**src/nfc_config.svh**
```systemverilog
`ifndef NFC_CONFIG_SVH
`define NFC_CONFIG_SVH

// flash channel geometry
`define NFC_NUM_WAYS        4
`define NFC_DATA_W          16
`define NFC_DQ_W            32
`define NFC_STROBE_W        8
`define NFC_COUNT_W         16

// wait lengths in system clock cycles
`define NFC_TDQSS_CYCLES    2
`define NFC_TWPST_CYCLES    6

// strobe value on a DQ output cycle
`define NFC_STROBE_PATTERN  8'h3C

`endif
```
**src/nfcDataOutPkg.sv**
```systemverilog
`default_nettype none

`include "nfc_config.svh"

package nfcDataOutPkg;

    localparam int dqLaneWidth = 8;
    localparam int dqNumLanes  = `NFC_DQ_W / dqLaneWidth;

    // DQ bus seen as one word or as byte lanes (lane 0 is the LSB)
    typedef union packed {
        logic [`NFC_DQ_W-1:0]                     word;
        logic [dqNumLanes-1:0][dqLaneWidth-1:0]   lane;
    } dqBus_t;

endpackage

`default_nettype wire

```
**src/nfcDataOutSync.sv**
```systemverilog
`timescale 1ns/100ps
`default_nettype none

`include "nfc_config.svh"

module nfcDataOutSync
    import nfcDataOutPkg::*;
(
    input  logic                          iSystemClock,
    input  logic                          iReset,
    input  logic                          iStart,
    input  logic [`NFC_NUM_WAYS-1:0]      iTargetWay,
    input  logic [`NFC_COUNT_W-1:0]       iNumOfData,
    input  logic [`NFC_DATA_W-1:0]        iWriteData,
    input  logic                          iWriteValid,
    output logic                          oReady,
    output logic                          oLastStep,
    output logic                          oWriteReady,
    output logic [2*`NFC_NUM_WAYS-1:0]    oChipEnable,
    output logic [`NFC_STROBE_W-1:0]      oDQStrobe,
    output logic [`NFC_DQ_W-1:0]          oDQ
);

    logic      wCapture;     // one word accepted this cycle
    logic      wBurstClear;  // new burst latched
    dqBus_t    wDQ;

    dataOutSequencer dataOutSequencer_inst (
        .iSystemClock (iSystemClock),
        .iReset       (iReset),
        .iStart       (iStart),
        .iTargetWay   (iTargetWay),
        .iNumOfData   (iNumOfData),
        .iWriteValid  (iWriteValid),
        .oReady       (oReady),
        .oLastStep    (oLastStep),
        .oWriteReady  (oWriteReady),
        .oChipEnable  (oChipEnable),
        .oCapture     (wCapture),
        .oBurstClear  (wBurstClear)
    );

    dqLaneAligner dqLaneAligner_inst (
        .iSystemClock (iSystemClock),
        .iReset       (iReset),
        .iCapture     (wCapture),
        .iBurstClear  (wBurstClear),
        .iWriteData   (iWriteData),
        .oDQStrobe    (oDQStrobe),
        .oDQ          (wDQ)
    );

    assign oDQ = wDQ.word;  // pins see the flat word

endmodule

`default_nettype wire

```
**src/dqLaneAligner.sv**
```systemverilog
`timescale 1ns/100ps
`default_nettype none

`include "nfc_config.svh"

module dqLaneAligner
    import nfcDataOutPkg::*;
(
    input  logic                        iSystemClock,
    input  logic                        iReset,
    input  logic                        iCapture,
    input  logic                        iBurstClear,
    input  logic [`NFC_DATA_W-1:0]      iWriteData,
    output logic [`NFC_STROBE_W-1:0]    oDQStrobe,
    output dqBus_t                      oDQ
);

    localparam int byteWidth = `NFC_DATA_W / 2;

    logic [`NFC_DATA_W-1:0]      rHold;     // low byte on top
    logic                        rCapFlag;
    logic [`NFC_STROBE_W-1:0]    rStrobe;
    dqBus_t                      rDQ;

    // holding register keeps the last word of the burst
    always_ff @(posedge iSystemClock) begin
        if (iBurstClear) begin
            rHold <= '0;
        end else if (iCapture) begin
            rHold <= {iWriteData[byteWidth-1:0], iWriteData[`NFC_DATA_W-1:byteWidth]};
        end
    end

    always_ff @(posedge iSystemClock or posedge iReset) begin
        if (iReset) begin
            rCapFlag <= 1'b0;
            rStrobe  <= '0;
        end else begin
            rCapFlag <= iCapture;
            rStrobe  <= rCapFlag ? `NFC_STROBE_PATTERN : '0;
        end
    end

    // skew stage rebuilt every cycle from the holding register
    always_ff @(posedge iSystemClock) begin
        rDQ.lane[3] <= rHold[`NFC_DATA_W-1:byteWidth];  // low byte
        rDQ.lane[2] <= rHold[byteWidth-1:0];
        rDQ.lane[1] <= rHold[byteWidth-1:0];
        rDQ.lane[0] <= rDQ.lane[3];  // low byte of the word before
    end

    assign oDQStrobe = rStrobe;
    assign oDQ       = rDQ;

endmodule

`default_nettype wire

```
**src/dataOutSequencer.sv**
```systemverilog
`timescale 1ns/100ps
`default_nettype none

`include "nfc_config.svh"

module dataOutSequencer (
    input  logic                          iSystemClock,
    input  logic                          iReset,
    input  logic                          iStart,
    input  logic [`NFC_NUM_WAYS-1:0]      iTargetWay,
    input  logic [`NFC_COUNT_W-1:0]       iNumOfData,
    input  logic                          iWriteValid,
    output logic                          oReady,
    output logic                          oLastStep,
    output logic                          oWriteReady,
    output logic [2*`NFC_NUM_WAYS-1:0]    oChipEnable,
    output logic                          oCapture,
    output logic                          oBurstClear
);

    // one-hot state bit positions
    localparam int stIdle    = 0;
    localparam int stLatch   = 1;
    localparam int stWait    = 2;  // tDQSS
    localparam int stData    = 3;
    localparam int stPost    = 4;  // write postamble
    localparam int numStates = 5;

    localparam logic [numStates-1:0] resetState = numStates'(1 << stIdle);

    // one timer serves both waits
    localparam int timerMax   = (`NFC_TWPST_CYCLES > `NFC_TDQSS_CYCLES) ?
                                `NFC_TWPST_CYCLES : `NFC_TDQSS_CYCLES;
    localparam int timerWidth = $clog2(timerMax + 1);

    logic [numStates-1:0]        rState;
    logic [numStates-1:0]        wNextState;
    logic                        rReady;

    logic [timerWidth-1:0]       rTimer;
    logic                        wWaitDone;
    logic                        wPostDone;

    logic [`NFC_NUM_WAYS-1:0]    rTargetWay;
    logic [`NFC_COUNT_W-1:0]     rNumOfData;
    logic [`NFC_COUNT_W-1:0]     rByteCount;
    logic [`NFC_COUNT_W-1:0]     wNextByteCount;

    logic                        wAccept;
    logic                        wTransfer;
    logic                        wLastTransfer;

    // start is only looked at while ready is shown
    assign wAccept = iStart & rReady;

    assign wTransfer      = rState[stData] & iWriteValid;
    assign wNextByteCount = rByteCount + 2'd2;  // two bytes per word
    assign wLastTransfer  = wTransfer && (wNextByteCount == rNumOfData);

    assign wWaitDone = (rTimer == timerWidth'(`NFC_TDQSS_CYCLES - 1));
    assign wPostDone = (rTimer == timerWidth'(`NFC_TWPST_CYCLES - 1));

    always_comb begin
        wNextState = '0;
        case (1'b1)
            rState[stIdle]: begin
                if (wAccept) begin
                    wNextState[stLatch] = 1'b1;
                end else begin
                    wNextState[stIdle] = 1'b1;
                end
            end
            rState[stLatch]: begin
                wNextState[stWait] = 1'b1;
            end
            rState[stWait]: begin
                if (wWaitDone) begin
                    wNextState[stData] = 1'b1;
                end else begin
                    wNextState[stWait] = 1'b1;
                end
            end
            rState[stData]: begin
                if (wLastTransfer) begin
                    wNextState[stPost] = 1'b1;
                end else begin
                    wNextState[stData] = 1'b1;
                end
            end
            rState[stPost]: begin
                if (wPostDone) begin
                    wNextState[stIdle] = 1'b1;
                end else begin
                    wNextState[stPost] = 1'b1;
                end
            end
            default: begin
                wNextState[stIdle] = 1'b1;
            end
        endcase
    end

    always_ff @(posedge iSystemClock or posedge iReset) begin
        if (iReset) begin
            rState <= resetState;
            rReady <= 1'b0;
        end else begin
            rState <= wNextState;
            rReady <= wNextState[stIdle];  // ready tracks the idle state
        end
    end

    // restarts on every state change and runs in the two wait states
    always_ff @(posedge iSystemClock or posedge iReset) begin
        if (iReset) begin
            rTimer <= '0;
        end else if (wNextState != rState) begin
            rTimer <= '0;
        end else if (rState[stWait] | rState[stPost]) begin
            rTimer <= rTimer + 1'b1;
        end
    end

    always_ff @(posedge iSystemClock or posedge iReset) begin
        if (iReset) begin
            rByteCount <= '0;
        end else if (rState[stLatch]) begin
            rByteCount <= '0;
        end else if (wTransfer) begin
            rByteCount <= wNextByteCount;
        end
    end

    // burst parameters held until the next accepted start
    always_ff @(posedge iSystemClock) begin
        if (wAccept) begin
            rTargetWay <= iTargetWay;
            rNumOfData <= iNumOfData;
        end
    end

    assign oReady      = rReady;
    assign oWriteReady = rState[stData];
    assign oLastStep   = rState[stPost] & wPostDone;
    assign oCapture    = wTransfer;
    assign oBurstClear = rState[stLatch];

    // way mask on both chip enable groups for the whole burst
    assign oChipEnable = rState[stIdle] ? '0 : {rTargetWay, rTargetWay};

endmodule

`default_nettype wire

```
**config.mk**
```make
export PLATFORM = sky130hd
export DESIGN_NAME = nfcDataOutSync
export DESIGN_NICKNAME = d
export VERILOG_FILES = /design/src/nfcDataOutPkg.sv /design/src/nfcDataOutSync.sv /design/src/dqLaneAligner.sv /design/src/dataOutSequencer.sv
export VERILOG_INCLUDE_DIRS = /design/src
export SDC_FILE = /design/constraint.sdc
export NUM_CORES = 1
export LEC_CHECK = 0
export ABC_CLOCK_PERIOD_IN_PS = 3200
export BUFFER_PORTS_ARGS = -buffer_cell sky130_fd_sc_hd__buf_2
export CELL_PAD_IN_SITES_DETAIL_PLACEMENT = 1
export CELL_PAD_IN_SITES_GLOBAL_PLACEMENT = 1
export CORE_AREA = 2 2 152 109
export CTS_CLUSTER_DIAMETER = 150
export DETAILED_ROUTE_END_ITERATION = 8
export DIE_AREA = 0 0 154 111
export GPL_TIMING_DRIVEN = 1
export PLACE_DENSITY_LB_ADDON = 0.1
export SLEW_MARGIN = 20
export SYNTH_ARGS = -nofsm -noshare
export SYNTH_HDL_FRONTEND = slang
export SYNTH_HIERARCHICAL = 1
export SYNTH_SLANG_ARGS = --single-unit
```
**constraint.sdc**
```tcl
create_clock -name iSystemClock -period 3.2 [get_ports iSystemClock]
set_clock_uncertainty 0.1 [all_clocks]
set_input_delay 0.48 -clock iSystemClock [delete_from_list [all_inputs] [get_ports iSystemClock]]
set_output_delay 0.48 -clock iSystemClock [all_outputs]
set_load 0.01 [all_outputs]
```
# Yosys cells after proc, flatten, opt, wreduce, memory -nomap -nowiden
# Cells that the tools add are included.
# classes
addsub,2
eq_ne,4
muxes,32
bitwise_logic,4
n_reduce_logical,3
# ops
operator,count
16-bit two-way mux,2
1-bit two-way mux,26
16-bit by 2-bit adder with 16-bit output (second input constant),1
16-bit equality test,1
8-bit two-way mux,1
3-bit two-way mux,2
6-bit two-way mux,1
5-bit inequality test,1
2-bit nonzero test,2
3-bit by 1-bit adder with 3-bit output (second input constant),1
1-bit bitwise AND,3
3-bit by 1-bit equality test with 1-bit output (second input constant),1
3-bit equality test (second input constant),1
1-bit logical AND,1
1-bit bitwise OR,1
# word_totals
reg_bits,102
in_bits,40
output_inout_bits,51
elab_cells,55

# Depth between registers and ports, before layout
# logic_depth
ltp_word,10
depth_mapped,8

# By module
# The synthesis kept the hierarchy.
# by_module_without_submodules
mod,instances,cells_per_inst,area_each_um2,seq_area_each_um2
dataOutSequencer,1,256,2612.5,1202.4
dqLaneAligner,1,95,1231.2,850.8

# Worst setup path after synthesis
# OpenSTA, ideal clock, no wires.
# synth_timing
kind,register -> register
startpoint,register dataOutSequencer_inst.rByteCount[1]
endpoint,register dataOutSequencer_inst.rTimer[0]
arrival_ns,2.338
required_time_ns,3.021
setup_slack_ns,0.682
path_stages_with_launch,8
n_path_buf,0
path_cell_list,dfrtp_1 -> ha_1 -> xor2_1 -> or4_1 -> a211oi_2 -> nand4_2 -> nor4_4 -> mux2i_1
# synth_between
elab_chain_cells,10
word_cells_on_any_way,16
# synth_rtl
item,line,text
start: declaration,dataOutSequencer.sv:46,logic [`NFC_COUNT_W-1:0] rByteCount;
start signal: assignment,dataOutSequencer.sv:130,rByteCount <= wNextByteCount;
16-bit by 2-bit adder with 16-bit output (*),dataOutSequencer.sv:57,assign wNextByteCount = rByteCount + 2'd2;
16-bit equality test (*),dataOutSequencer.sv:58,assign wLastTransfer = wTransfer && (wNextByteCount == rNumOfData);
1-bit logical AND (*),dataOutSequencer.sv:58,
1-bit two-way mux,dataOutSequencer.sv:84,if (wLastTransfer) begin
1-bit two-way mux (4 in series),dataOutSequencer.sv:65,case (1'b1)
5-bit inequality test (*),dataOutSequencer.sv:117,end else if (wNextState != rState) begin
3-bit two-way mux or 2-bit nonzero test (tied branches),--,
end signal: assignment,dataOutSequencer.sv:120,rTimer <= rTimer + 1'b1;
end: declaration,dataOutSequencer.sv:40,logic [timerWidth-1:0] rTimer;
# Every way passes the cells marked *; elsewhere a longest branch is shown, timed or not.
# A chain may end at the register's enable or synchronous reset.

# Worst setup path after layout
# layout_timing
startpoint,register dataOutSequencer_inst.rByteCount[1]
endpoint,register dataOutSequencer_inst.rTimer[2]
# Same word-level chain as after synthesis.

==> results by group <==
STA
  – Worst rel slew slack: roughly 55%
  – Finish-stage setup viols: 0
  – Hold WS: 0.203 ns
  – Number of failing hold endpoints at the final stage: 0
  – Final clock period utilization by the worst path: 88.9%
  – Number of pins exceeding their max-slew limit in the final report: 0
  – Minimum clock period: approximately 2.8 ns
  – Transition at the pin with the smallest max-transition slack: 0.678 ns
  – Highest clock frequency the design can meet: about 0.35 GHz
  – Setup TNS: 0 ns
  – RSZ-0062 raised after global routing: no

Cells and area
  – Number of filler cells placed in the layout: 1800
  – Fin nets: roughly 460
  – Final Instance Count excl. Fillers: 630
  – Layout Area Growth over Synthesis: 20.5%
  – Number of diodes: 0
  – Fraction of final layout cells sized beyond drive strength 1: between 20% and 30%

Global route
  – GRT overflow: 0
  – Vias in the first global route: 2821
  – First-pass GRT wire length: between 15000 and 20000 µm
  – Antenna violations before repair: 0
  – Largest net degree at the start of global routing: 25
  – GRT Overall Usage: between 10% and 20%

Floorplanning
  – Horiz. Die Dim: around 150 µm
  – Die footprint: around 17000 µm²
  – Effective utilization at floorplan: roughly a quarter
  – I/O pin count: between 90 and 100
  – Core outline area: ~16000 µm²
  – Number of core rows: 39
  – Die height: roughly 110 µm

Worst setup path
  – Worst endpoint data arrival time: roughly 3.0 ns
  – Crit Path Class: reg2reg
  – Number of cells traversed by the worst register-to-register path: 7
  – Type of element capturing the critical path: flip-flop
  – Reg-to-reg critical path startpoint: dataOutSequencer_inst/rByteCount[1]
  – Worst r2r dst: dataOutSequencer_inst/rTimer[2]
  – Worst path required time: around 3.4 ns
  – Biggest fanout along the worst timing path: 13
  – Worst reg2reg setup slack: around 0.36 ns
  – Startpoint type of the worst setup path: flip-flop

Logic synthesis
  – Area share of the largest cell type after synthesis: between 20% and 30%
  – Proportion of synthesized flip-flops having asynchronous set or reset: between 30% and 40%
  – Largest area contributor in the synthesized netlist: sky130_fd_sc_hd__dfxtp_1
  – Post-Synthesis Cell Area: 3840 µm²
  – Top_reg_cell synth: sky130_fd_sc_hd__dfxtp_1
  – Synthesis warning total: 6
  – Number of cells produced by synthesis: between 300 and 400
  – Ranking of synthesized cells by instance count: sky130_fd_sc_hd__dfxtp_1, sky130_fd_sc_hd__nor2_1, sky130_fd_sc_hd__dfrtp_1
  – Average footprint of a synthesized cell: between 10 and 15 µm²
  – Leading cell type by number of instances after synthesis: sky130_fd_sc_hd__dfxtp_1
  – Dominant cells by area after synthesis: sky130_fd_sc_hd__dfxtp_1, sky130_fd_sc_hd__dfrtp_1, sky130_fd_sc_hd__edfxtp_1
  – Synth cell types: 57
  – Number of synthesized register bits: 86
  – Sequential-to-total area share from yosys stat: between 50 and 60%
  – Number of synthesized flops with an enable pin: 20

Routing
  – Number of iterations in the first detailed-routing pass: 4
  – Number of DRC markers after the initial detailed-route iteration: 175
  – Wire length per cell after detailed routing: 15.5 µm
  – Routed vias: 2747
  – Detailed-route DRC error count: 0
  – Total length of routed wires: 9740 µm
  – Post-DR vias/cell: between 4 and 5
  – Number of nets with antenna violations after routing: 0

Power and ir drop
  – Maximum VDD drop: 206 µV
  – Power per standard cell area: 632 nW/µm²
  – Standby leakage power: between 1.5 and 2 nW

Place
  – Half-perimeter wire length of the detailed placement result: 6950 µm
  – Routability congestion estimate: around 0.75
  – Port Buffer Count: 86
  – Number of placed cells counting well taps: just over 600

CTS
  – Max Root-Sink Buffers: 2
  – H-tree depth: 3
  – Post-CTS setup buffer count: 0
  – Clock tree from TritonCTS: done
  – Clk_lat worst skew: 0.35 ns
  – Number of clock sinks: 86
  – Clock transition at the register clock pins on the worst setup and hold paths after CTS: ~0.070 ns
  – Clk Tree Root Cell: sky130_fd_sc_hd__clkbuf_16
  – CTS Buf Count: 9

Hold path
  – Start point of the worst min-delay path: iNumOfData[5]
  – Class of the tightest hold or removal check: in2reg
  – Hold-critical path endpoint: dataOutSequencer_inst/rNumOfData[5]
  – Hold Path Depth: 1

Status
  – Status: completed

Job
  – Max-capacitance violation count: 0
==> worst max path at each step <==
stage | end | slack [ns] | from | depth (start not counted)
finish | dataOutSequencer_inst/rTimer[2] | 0.36 | dataOutSequencer_inst/rByteCount[1] | 7
floorplan | dataOutSequencer_inst/rTimer[0] | 0.68 | dataOutSequencer_inst/rByteCount[1] | 7
CTS | dataOutSequencer_inst/rTimer[2] | 0.32 | dataOutSequencer_inst/rByteCount[1] | 7
detailed placement | dataOutSequencer_inst/rTimer[1] | 0.38 | dataOutSequencer_inst/rByteCount[1] | 7
global route | dataOutSequencer_inst/rTimer[2] | 0.04 | dataOutSequencer_inst/rByteCount[1] | 7
global placement | dataOutSequencer_inst/rTimer[2] | 0.52 | dataOutSequencer_inst/rByteCount[1] | 7
==> power by group <==
part | switching, W | internal, W
combinational | 0.000288 | 0.000201
clock | 0.000460 | 0.000607
sequential | 0.000119 | 0.00125
total | 0.000867 | 0.00206
==> worst max-delay path, stage by stage, from the launching register on <==
cell,delay [ns]
sky130_fd_sc_hd__dfrtp_1,0.47
sky130_fd_sc_hd__ha_1,0.29
sky130_fd_sc_hd__nand3_1,0.41
sky130_fd_sc_hd__or4_1,0.55
sky130_fd_sc_hd__o32ai_1,0.14
sky130_fd_sc_hd__nor3_1,0.14
sky130_fd_sc_hd__nor4_4,0.41
sky130_fd_sc_hd__mux2i_1,0.26
==> cell type report <==
cell class	count	area, µm²	area share, %
clock buffers	9	225	4.86
clock inverters	7	70.1	1.51
inverters	13	48.8	1.05
multi-input cells	219	1510	32.6
flip-flops and latches	86	2050	44.3
well taps	205	256	5.54
repair buffers	91	470	10.2
==> cell families (layout without fill, tap and decap cells) <==
logic type / count (synthesis) / after routing / synth area share [%]
adder cells (fa/ha/maj): 3 / 3 / 0.977
other: 1 / 4 / 0.0976
AO/OA/AOI/OAI: 40 / 40 / 7.85
AND/OR/NAND/NOR: 120 / 120 / 17.1
buffers and inverters: 49 / 120 / 7.62
flip-flops: 86 / 86 / 53.4
multiplexers: 23 / 23 / 5.99
XOR/XNOR: 29 / 29 / 6.97
==> metrics by stage <==
step | power, W | area (µm²) | util [%] | setup WS, ns
detailed placement | 0.00189 | 4330 | 27.3 | 0.376
global placement | 0.00189 | 4330 | 27.3 | 0.519
global route | 0.00311 | 4630 | 29.2 | 0.0397
CTS | 0.00299 | 4630 | 29.2 | 0.323
floorplan | 0.00171 | 3850 | - | 0.682
finish | 0.00293 | 4630 | 29.2 | 0.356
==> what timing repair did <==
action,in CTS,in global routing
resized for setup,0,0
hold buffers,1,0
hold endpoints to repair,2,0
==> cells in the final DEF, fill, tap and decap left out, types with 4 or more instances in the layout <==
cell type | synthesis | routed
sky130_fd_sc_hd__buf_2 | 8 | 86
sky130_fd_sc_hd__nand2_1 | 13 | 13
sky130_fd_sc_hd__xor2_1 | 10 | 10
sky130_fd_sc_hd__inv_1 | 13 | 12
sky130_fd_sc_hd__nor2b_1 | 8 | 8
sky130_fd_sc_hd__nand4_1 | 8 | 8
sky130_fd_sc_hd__o211ai_1 | 4 | 4
sky130_fd_sc_hd__buf_4 | 20 | 4
sky130_fd_sc_hd__edfxtp_1 | 20 | 20
sky130_fd_sc_hd__nor2_1 | 37 | 37
sky130_fd_sc_hd__dfrtp_1 | 25 | 25
sky130_fd_sc_hd__nor4_1 | 5 | 5
sky130_fd_sc_hd__conb_1 | 1 | 4
sky130_fd_sc_hd__mux2i_1 | 23 | 23
sky130_fd_sc_hd__a21oi_1 | 6 | 6
sky130_fd_sc_hd__clkbuf_16 | 0 | 9
sky130_fd_sc_hd__o21ai_0 | 8 | 8
sky130_fd_sc_hd__dfxtp_1 | 40 | 40
sky130_fd_sc_hd__nor3_1 | 10 | 10
sky130_fd_sc_hd__nand3_1 | 14 | 14
sky130_fd_sc_hd__xnor2_1 | 18 | 18
==> metal layers <==
layer | global-route usage, % | part of all wire [%]
met5 | 0 | 0
met4 | 4.67 | 1.6
met3 | 3.56 | 4.3
met2 | 17.2 | 41
met1 | 17.5 | 53
==> state kept, by name (all words and copies together) (netlist names) <==
register,cells
dqLaneAligner_inst/oDQ,24
dataOutSequencer_inst/rNumOfData,16
dqLaneAligner_inst/rHold,16
dataOutSequencer_inst/rByteCount,15
dataOutSequencer_inst/rState,5
dataOutSequencer_inst/rTargetWay,4
dataOutSequencer_inst/rTimer,3
dataOutSequencer_inst/oReady,1
dqLaneAligner_inst/oDQStrobe,1
dqLaneAligner_inst/rCapFlag,1
(Power assumes the default switching activity.)
